## src/hdl/maze_pkg.sv

```systemverilog
package maze_pkg;

	localparam int MAZE_BITS = 4; // Bits per coordinate, 16 by 16 grid.

	typedef logic [3:0] coord_t;
	typedef logic [7:0] cell_addr_t; // {y, x}.
	typedef logic [1:0] dir_t;

	localparam dir_t DIR_EAST  = 2'd0;
	localparam dir_t DIR_SOUTH = 2'd1;
	localparam dir_t DIR_WEST  = 2'd2;
	localparam dir_t DIR_NORTH = 2'd3;

	// Strobes from the controller to the datapath.
	typedef struct packed {
		logic init_pos;
		logic step_fwd;
		logic step_back;
		logic clr_dir;
		logic inc_dir;
		logic ld_dir;
		logic mark;
		logic stack_push;
		logic stack_pop;
		logic stack_clr;
		logic list_push;
		logic list_pop;
		logic list_clr;
	} ctrl_t;

	typedef enum logic [4:0] {
		idle,
		init,
		mark_cell,
		probe,
		check_goal,
		advance,
		pop_back,
		step_back,
		next_dir,
		fail,
		drain,
		done,
		show
	} state_t;

endpackage

```

## src/hdl/dir_stack.sv

```systemverilog
`timescale 1ns/1ps

module dir_stack #(
	parameter int SIZE_BITS = 4
) (
	input logic CLK,
	input logic RST,
	input logic push,
	input logic pop,
	input logic clr,
	input maze_pkg::dir_t din,
	output maze_pkg::dir_t top,
	output logic empty
);

	localparam int PW = 2 * SIZE_BITS;
	localparam int DEPTH = 1 << PW;

	maze_pkg::dir_t mem [DEPTH];
	logic [PW:0] count;
	logic [PW-1:0] top_idx;

	assign top_idx = count[PW-1:0] - 1'b1;
	assign empty = (count == '0);
	assign top = mem[top_idx];

	always_ff @(posedge CLK or posedge RST) begin
		if (RST) begin
			count <= '0;
		end else if (clr) begin
			count <= '0;
		end else if (push && !count[PW]) begin
			count <= count + 1'b1;
		end else if (pop && !empty) begin
			count <= count - 1'b1;
		end
	end

	always_ff @(posedge CLK) begin
		if (push && !clr && !count[PW]) begin
			mem[count[PW-1:0]] <= din;
		end
	end

endmodule

```

## src/hdl/maze_controller.sv

```systemverilog
`timescale 1ns/1ps

module maze_controller (
	input logic CLK,
	input logic RST,
	input logic start,
	input logic run,
	input logic at_goal,
	input logic blocked,
	input logic dir_carry,
	input logic stack_empty,
	input logic list_empty,
	output maze_pkg::ctrl_t ctrl,
	output logic done,
	output logic fail,
	output logic move_valid
);

	maze_pkg::state_t state;
	maze_pkg::state_t state_nxt;

	always_ff @(posedge CLK or posedge RST) begin
		if (RST) begin
			state <= maze_pkg::idle;
		end else begin
			state <= state_nxt;
		end
	end

	always_comb begin
		state_nxt = state;
		ctrl = '0;
		case (state)
			maze_pkg::idle: begin
				if (start) begin
					state_nxt = maze_pkg::init;
				end
			end
			maze_pkg::init: begin
				ctrl.init_pos = 1'b1;
				ctrl.clr_dir = 1'b1;
				ctrl.stack_clr = 1'b1;
				ctrl.list_clr = 1'b1;
				state_nxt = maze_pkg::mark_cell;
			end
			maze_pkg::mark_cell: begin
				ctrl.mark = 1'b1; // Never enter this cell again.
				ctrl.clr_dir = 1'b1;
				state_nxt = maze_pkg::probe;
			end
			maze_pkg::probe: begin
				if (blocked) begin
					state_nxt = maze_pkg::next_dir;
				end else begin
					state_nxt = maze_pkg::advance;
				end
			end
			maze_pkg::advance: begin
				ctrl.stack_push = 1'b1;
				ctrl.step_fwd = 1'b1;
				state_nxt = maze_pkg::check_goal;
			end
			maze_pkg::check_goal: begin
				if (at_goal) begin
					state_nxt = maze_pkg::drain;
				end else begin
					state_nxt = maze_pkg::mark_cell;
				end
			end
			maze_pkg::next_dir: begin
				ctrl.inc_dir = 1'b1;
				if (dir_carry) begin // All four tried.
					state_nxt = maze_pkg::pop_back;
				end else begin
					state_nxt = maze_pkg::probe;
				end
			end
			maze_pkg::pop_back: begin
				if (stack_empty) begin
					state_nxt = maze_pkg::fail;
				end else begin
					state_nxt = maze_pkg::step_back;
				end
			end
			maze_pkg::step_back: begin
				// Undo the last move and resume from the direction it took.
				ctrl.stack_pop = 1'b1;
				ctrl.step_back = 1'b1;
				ctrl.ld_dir = 1'b1;
				state_nxt = maze_pkg::next_dir;
			end
			maze_pkg::fail: begin
				if (start) begin
					state_nxt = maze_pkg::init;
				end
			end
			maze_pkg::drain: begin
				if (stack_empty) begin
					state_nxt = maze_pkg::done;
				end else begin
					ctrl.list_push = 1'b1;
					ctrl.stack_pop = 1'b1;
				end
			end
			maze_pkg::done: begin
				if (start) begin
					state_nxt = maze_pkg::init;
				end else if (run) begin
					state_nxt = maze_pkg::show;
				end
			end
			maze_pkg::show: begin
				ctrl.list_pop = ~list_empty;
				if (list_empty) begin
					state_nxt = maze_pkg::done;
				end
			end
			default: state_nxt = maze_pkg::idle;
		endcase
	end

	assign done = (state == maze_pkg::done);
	assign fail = (state == maze_pkg::fail);
	assign move_valid = (state == maze_pkg::show) && !list_empty;

endmodule

```

## src/hdl/maze_map.sv

```systemverilog
`timescale 1ns/1ps

module maze_map #(
	parameter int SIZE_BITS = 4
) (
	input logic CLK,
	input logic RST,
	input logic load_en,
	input maze_pkg::cell_addr_t load_addr,
	input logic load_wall,
	input logic mark,
	input maze_pkg::cell_addr_t mark_addr,
	input maze_pkg::cell_addr_t probe_addr,
	output logic wall
);

	localparam int CELLS = 1 << (2 * SIZE_BITS);

	logic [CELLS-1:0] cells; // One bit per cell, 1 is a wall.

	always_ff @(posedge CLK or posedge RST) begin
		if (RST) begin
			cells <= '0;
		end else begin
			if (load_en) begin
				cells[load_addr] <= load_wall;
			end
			if (mark) begin
				cells[mark_addr] <= 1'b1; // Visited cells become walls.
			end
		end
	end

	assign wall = cells[probe_addr];

endmodule

```

## src/hdl/maze_solver.sv

```systemverilog
`timescale 1ns/1ps

module maze_solver #(
	parameter int SIZE_BITS = maze_pkg::MAZE_BITS
) (
	input logic CLK,
	input logic RST,
	input logic start,
	input logic run,
	input logic load_en,
	input logic load_wall,
	input maze_pkg::cell_addr_t load_addr,
	output logic done,
	output logic fail,
	output logic move_valid,
	output maze_pkg::dir_t move
);

	maze_pkg::ctrl_t ctrl;
	maze_pkg::cell_addr_t cur_addr;
	maze_pkg::cell_addr_t nbr_addr;
	maze_pkg::dir_t dir;
	maze_pkg::dir_t stack_top;
	logic out_of_bounds;
	logic wall;
	logic blocked;
	logic at_goal;
	logic dir_carry;
	logic stack_empty;
	logic list_empty;

	assign blocked = out_of_bounds | wall;

	maze_controller u_maze_controller (
		.CLK(CLK), .RST(RST), .start(start), .run(run),
		.at_goal(at_goal), .blocked(blocked), .dir_carry(dir_carry),
		.stack_empty(stack_empty), .list_empty(list_empty),
		.ctrl(ctrl), .done(done), .fail(fail), .move_valid(move_valid)
	);

	position_unit #(.SIZE_BITS(SIZE_BITS)) u_position_unit (
		.CLK(CLK), .RST(RST), .ctrl(ctrl), .pop_dir(stack_top),
		.cur_addr(cur_addr), .nbr_addr(nbr_addr), .dir(dir),
		.out_of_bounds(out_of_bounds), .at_goal(at_goal), .dir_carry(dir_carry)
	);

	maze_map #(.SIZE_BITS(SIZE_BITS)) u_maze_map (
		.CLK(CLK), .RST(RST), .load_en(load_en), .load_addr(load_addr),
		.load_wall(load_wall), .mark(ctrl.mark), .mark_addr(cur_addr),
		.probe_addr(nbr_addr), .wall(wall)
	);

	dir_stack #(.SIZE_BITS(SIZE_BITS)) u_dir_stack (
		.CLK(CLK), .RST(RST), .push(ctrl.stack_push), .pop(ctrl.stack_pop),
		.clr(ctrl.stack_clr), .din(dir), .top(stack_top), .empty(stack_empty)
	);

	path_list #(.SIZE_BITS(SIZE_BITS)) u_path_list (
		.CLK(CLK), .RST(RST), .push(ctrl.list_push), .pop(ctrl.list_pop),
		.clr(ctrl.list_clr), .din(stack_top), .top(move), .empty(list_empty)
	);

endmodule

```

## src/hdl/path_list.sv

```systemverilog
`timescale 1ns/1ps

module path_list #(
	parameter int SIZE_BITS = 4
) (
	input logic CLK,
	input logic RST,
	input logic push,
	input logic pop,
	input logic clr,
	input maze_pkg::dir_t din,
	output maze_pkg::dir_t top,
	output logic empty
);

	localparam int PW = 2 * SIZE_BITS;
	localparam int DEPTH = 1 << PW;

	maze_pkg::dir_t moves [DEPTH]; // Goal end at the bottom, first move on top.
	logic [PW:0] wr_ptr;
	logic full;

	assign full = wr_ptr[PW];
	assign empty = (wr_ptr == '0);
	assign top = moves[wr_ptr[PW-1:0] - 1'b1];

	always_ff @(posedge CLK or posedge RST) begin
		if (RST) begin
			wr_ptr <= '0;
		end else if (clr) begin
			wr_ptr <= '0;
		end else if (push && !full) begin
			wr_ptr <= wr_ptr + 1'b1;
		end else if (pop && !empty) begin
			wr_ptr <= wr_ptr - 1'b1;
		end
	end

	always_ff @(posedge CLK) begin
		if (push && !clr && !full) begin
			moves[wr_ptr[PW-1:0]] <= din;
		end
	end

endmodule

```

## src/hdl/position_unit.sv

```systemverilog
`timescale 1ns/1ps

module position_unit #(
	parameter int SIZE_BITS = 4
) (
	input logic CLK,
	input logic RST,
	input maze_pkg::ctrl_t ctrl,
	input maze_pkg::dir_t pop_dir,
	output maze_pkg::cell_addr_t cur_addr,
	output maze_pkg::cell_addr_t nbr_addr,
	output maze_pkg::dir_t dir,
	output logic out_of_bounds,
	output logic at_goal,
	output logic dir_carry
);

	localparam maze_pkg::coord_t MAX_C = maze_pkg::coord_t'((1 << SIZE_BITS) - 1);

	maze_pkg::coord_t x;
	maze_pkg::coord_t y;
	maze_pkg::dir_t back_dir;
	maze_pkg::cell_addr_t back_addr;

	// Cell one step from (px, py) in direction d.
	function automatic maze_pkg::cell_addr_t step_xy(input maze_pkg::coord_t px,
			input maze_pkg::coord_t py, input maze_pkg::dir_t d);
		maze_pkg::coord_t nx;
		maze_pkg::coord_t ny;
		nx = px;
		ny = py;
		case (d)
			maze_pkg::DIR_EAST: nx = px + 1'b1;
			maze_pkg::DIR_SOUTH: ny = py + 1'b1;
			maze_pkg::DIR_WEST: nx = px - 1'b1;
			default: ny = py - 1'b1;
		endcase
		return {ny, nx};
	endfunction

	assign back_dir = pop_dir + 2'd2; // Opposite direction.
	assign back_addr = step_xy(x, y, back_dir);
	assign cur_addr = {y, x};
	assign nbr_addr = step_xy(x, y, dir);

	always_comb begin
		case (dir)
			maze_pkg::DIR_EAST: out_of_bounds = (x == MAX_C);
			maze_pkg::DIR_SOUTH: out_of_bounds = (y == MAX_C);
			maze_pkg::DIR_WEST: out_of_bounds = (x == '0);
			default: out_of_bounds = (y == '0);
		endcase
	end

	assign at_goal = (x == MAX_C) && (y == MAX_C);
	assign dir_carry = ctrl.inc_dir && (dir == maze_pkg::DIR_NORTH);

	always_ff @(posedge CLK or posedge RST) begin
		if (RST) begin
			x <= '0;
			y <= '0;
		end else if (ctrl.init_pos) begin
			x <= '0;
			y <= '0;
		end else if (ctrl.step_fwd) begin
			{y, x} <= nbr_addr;
		end else if (ctrl.step_back) begin
			{y, x} <= back_addr;
		end
	end

	always_ff @(posedge CLK or posedge RST) begin
		if (RST) begin
			dir <= maze_pkg::DIR_EAST;
		end else if (ctrl.clr_dir) begin
			dir <= maze_pkg::DIR_EAST;
		end else if (ctrl.ld_dir) begin
			dir <= pop_dir;
		end else if (ctrl.inc_dir) begin
			dir <= dir + 1'b1; // Wraps after north.
		end
	end

endmodule

```

## config.mk

```make
export PLATFORM = sky130hd
export DESIGN_NAME = maze_solver
export DESIGN_NICKNAME = d
export VERILOG_FILES = /design/src/hdl/maze_pkg.sv /design/src/hdl/dir_stack.sv /design/src/hdl/maze_controller.sv /design/src/hdl/maze_map.sv /design/src/hdl/maze_solver.sv /design/src/hdl/path_list.sv /design/src/hdl/position_unit.sv
export SDC_FILE = /design/constraint.sdc
export NUM_CORES = 2
export LEC_CHECK = 0
export BUFFER_PORTS_ARGS = -buffer_cell sky130_fd_sc_hd__buf_2
export CORE_MARGIN = 2
export CORE_UTILIZATION = 55
export DETAILED_ROUTE_END_ITERATION = 16
export PLACE_DENSITY = 0.7
export SETUP_SLACK_MARGIN = 0.5
export SYNTH_ARGS = -nofsm -noshare
export SYNTH_HDL_FRONTEND = slang
export SYNTH_SLANG_ARGS = --single-unit
```

## constraint.sdc

```tcl
create_clock -name CLK -period 30.1 [get_ports CLK]
set_input_delay 6.02 -clock CLK [delete_from_list [all_inputs] [get_ports CLK]]
set_output_delay 6.02 -clock CLK [all_outputs]
set_load 0.005 [all_outputs]
```

==> impl_metrics.env <==
export IMPL_grt_max_degree=149
export IMPL_worstPathArrival_ns=6.04
export IMPL_end_kind="primary output"
export IMPL_hold_buffers=0
export IMPL_place_congestion=0.893
export IMPL_yosysWarnings=0
export IMPL_fillers=8175
export IMPL_hpwl_mm=93.4
export IMPL_synthFlopType="edfxtp_1"
export IMPL_avgViaCountPerCell=6.61
export IMPL_hold_path_startpoint="u_maze_map.cells[145]"
export IMPL_r2r_start="u_dir_stack.count[0]"
export IMPL_clockPowerShare_pct=22.3
export IMPL_ys_seq_area_share_pct=62.9
export IMPL_p_comb_share_pct=40.8
export IMPL_synth_area_mm2=0.0604
export IMPL_ys_types=78
export IMPL_multi_input_area_mm2=0.0211
export IMPL_vdd_drop_max_mv=0.251
export IMPL_die_h_um=335
export IMPL_final_hold_violation_count=0
export IMPL_overflow=0
export IMPL_netSwitchingPower_w=0.00285
export IMPL_crit_required_ns=24.08
export IMPL_rsz0062_at_grt="false"
export IMPL_postCtsSetupBuffers=0
export IMPL_crit_start="u_path_list.wr_ptr[0]"
export IMPL_p_leak_nw=21.0
export IMPL_first_iter_violations=5539
export IMPL_wl_per_cell_um=27.4
export IMPL_cap_violations=0
export IMPL_synth_cells=4451
export IMPL_cts_clk_slew_worst_paths_ns=0.06
export IMPL_portBuffers=18
export IMPL_swShare_pct=38.4
export IMPL_cts_tree="done"
export IMPL_clock_path_buffers=3
export IMPL_design_core_area_mm2=0.109
export IMPL_die_area_mm2=0.112
export IMPL_setup_violations=0
export IMPL_ys_async_sr_fraction_pct=22.0
export IMPL_grt_usage_pct=28.8
export IMPL_routed_wirelength_mm=161
export IMPL_regArea_mm2=0.0380
export IMPL_die_w_um=335
export IMPL_drive_above_1_share_pct=14.1
export IMPL_timing_fmax_mhz=82.9
export IMPL_h_tree_depth=4
export IMPL_antenna_found_initial=4
export IMPL_post_synth_top_area_cell="edfxtp_1"
export IMPL_finalMaxSlewViolations=0
export IMPL_start_util_pct=55.5
export IMPL_hp_class="flop to flop"
export IMPL_cp_max_fo=65
export IMPL_postCtsResizedCells=0
export IMPL_worstMarginPinSlew_ns=1.33
export IMPL_synthTopCellsByArea="edfxtp_1, dfrtp_1, mux4_2"
export IMPL_powerDensity_mw_per_mm2=112
export IMPL_cts_buffers=137
export IMPL_grt_pass1_wl_mm=242
export IMPL_dr_pass1_iters=8
export IMPL_drc=0
export IMPL_p_seq_share_pct=36.9
export IMPL_yosys_area_top_type_share_pct=50.9
export IMPL_status="finished, final reports clean"
export IMPL_crit_path_start_kind="flop"
export IMPL_std_cell_rows=121
export IMPL_antenna_left=0
export IMPL_crit_type="flop to primary output"
export IMPL_finalSetupTns_ns=0
export IMPL_postLayoutCoreUtil_pct=60.6
export IMPL_clkLatencyLatePin_ns=0.76
export IMPL_period_share_pct=40.1
export IMPL_ios=19
export IMPL_ys_ff_latch=1312
export IMPL_synth_edf_count=1024
export IMPL_slew_limit_headroom_pct=11.0
export IMPL_clkSinkCount=1312
export IMPL_dr_total_vias=38900
export IMPL_internal_power_w=0.00456
export IMPL_area_growth_syn_to_layout_pct=9.22
export IMPL_avgSynthCellArea_um2=13.6
export IMPL_skew_ns=0.0315
export IMPL_syn_nets=4506
export IMPL_min_period_ns=12.06
export IMPL_final_nets=4415
export IMPL_cts_root_buf="clkbuf_16"
export IMPL_grt_pass1_vias=38200
-- kinds of logic after synthesis --
family          count (synthesis)  share of synthesized area [%]
compound gates                668                           6.89
fa+ha+maj                      41                          0.874
buf+inv                       360                           2.46
simple gates                 1430                           9.86
mux                           614                           16.7
xor+xnor                       26                          0.390
flops                        1312                           62.9
-- synthesized netlist by cell type (10+ instances only) --
| library cell | n |
|---|---|
| o22a_1 | 11 |
| nand2b_1 | 15 |
| nor3_1 | 34 |
| o21ai_0 | 337 |
| xnor2_1 | 17 |
| ha_1 | 39 |
| clkbuf_1 | 261 |
| a2111oi_0 | 10 |
| a32oi_1 | 16 |
| buf_2 | 18 |
| a22oi_1 | 20 |
| a21oi_1 | 48 |
| nor2b_1 | 22 |
| o221ai_1 | 44 |
| o22ai_1 | 49 |
| nor3b_1 | 38 |
| buf_1 | 30 |
| and2_1 | 17 |
| nand3_1 | 87 |
| a21o_1 | 12 |
| dfrtp_1 | 288 |
| nand2_1 | 340 |
| inv_1 | 32 |
| mux4_2 | 305 |
| mux2i_1 | 297 |
| buf_4 | 12 |
| o31ai_1 | 12 |
| edfxtp_1 | 1024 |
| and3_1 | 10 |
| nor2_1 | 829 |
| a211oi_1 | 24 |
| o211ai_1 | 13 |
-- per-layer routing --
metal / share of wire, % / track usage, % / vias to the layer above
li1: - / - / 16600
met1: 40 / 40.9 / 19900
met2: 47 / 43.9 / 2027
met3: 9.4 / 6.31 / 390
met4: 3.7 / 11.0 / 4
met5: 0.015 / 0 / -
-- worst max-delay path, cell delays in order, from the launching register on --
cell	delay, ns
dfrtp_4	0.89
inv_1	0.31
ha_4	0.94
buf_4	0.83
mux4_2	0.43
mux4_2	0.53
mux4_2	0.53
mux4_2	0.58
buf_2	0.17
-- worst paths after layout --
path / end / slack [ns] / cells past startpoint
max in group asynchronous: u_maze_map.cells[99] / 22.46 / 4
setup reg to reg: u_path_list.moves[137][1] / 22.50 / 14
hold / removal: u_maze_map.cells[145] / 0.50 / 2
setup / recovery: move[1] / 18.04 / 8
hold reg to reg: u_maze_map.cells[145] / 0.50 / 2
min in group asynchronous: u_dir_stack.count[5] / 5.41 / 2
-- power groups by stage --
stage          Combinational (W)  Clock (W)  Sequential, W
3_3_place_gp             0.00297          0        0.00277
5_1_grt                  0.00322    0.00174        0.00275
3_5_place_dp             0.00300          0        0.00277
6_report                 0.00302    0.00165        0.00274
4_1_cts                  0.00301    0.00167        0.00273
2_1_floorplan            0.00201          0        0.00283
-- sequential cells by signal, summed over array words and instances (netlist names) --
signal / cells
u_path_list.wr_ptr: 9
u_position_unit.y: 4
u_dir_stack.count: 9
u_position_unit.x: 4
u_path_list.moves: 512
u_position_unit.dir: 2
u_dir_stack.mem: 512
u_maze_controller.state: 4
u_maze_map.cells: 256
-- cells in the final DEF, fill, tap and decap left out, types with 44 or more instances in the layout --
cell type     n
edfxtp_1   1024
nor2_1      829
nand2_1     340
o21ai_0     337
mux4_2      305
mux2i_1     297
dfrtp_1     284
clkbuf_16   139
nand3_1      86
buf_4        80
o22ai_1      49
a21oi_1      48
o221ai_1     44
-- layout make-up --
class                   count  area share (%)
diodes                      2         0.00759
inverters                  32           0.201
well taps                1414            2.68
repair buffers             98            1.06
clock inverters            70            1.04
clock buffers             177            5.52
multi-input cells        2779            31.9
flip-flops and latches   1312            57.6
-- per-stage QoR --
stage / worst slack, ns / hold slack [ns] / cell area, um2 / power (W) / cells
2_1_floorplan: 16.13 / 0.461 / 60400 / 0.00485 / 4451
3_3_place_gp: 18.93 / 0.477 / 61600 / 0.00574 / 5635
3_5_place_dp: 18.75 / 0.488 / 61600 / 0.00577 / 5635
4_1_cts: 17.94 / 0.501 / 66000 / 0.00741 / 5882
5_1_grt: 17.77 / 0.524 / 66000 / 0.00771 / 5883
6_report: 18.04 / 0.496 / 66000 / 0.00741 / 5884
Power figures use the tool's default switching activity.
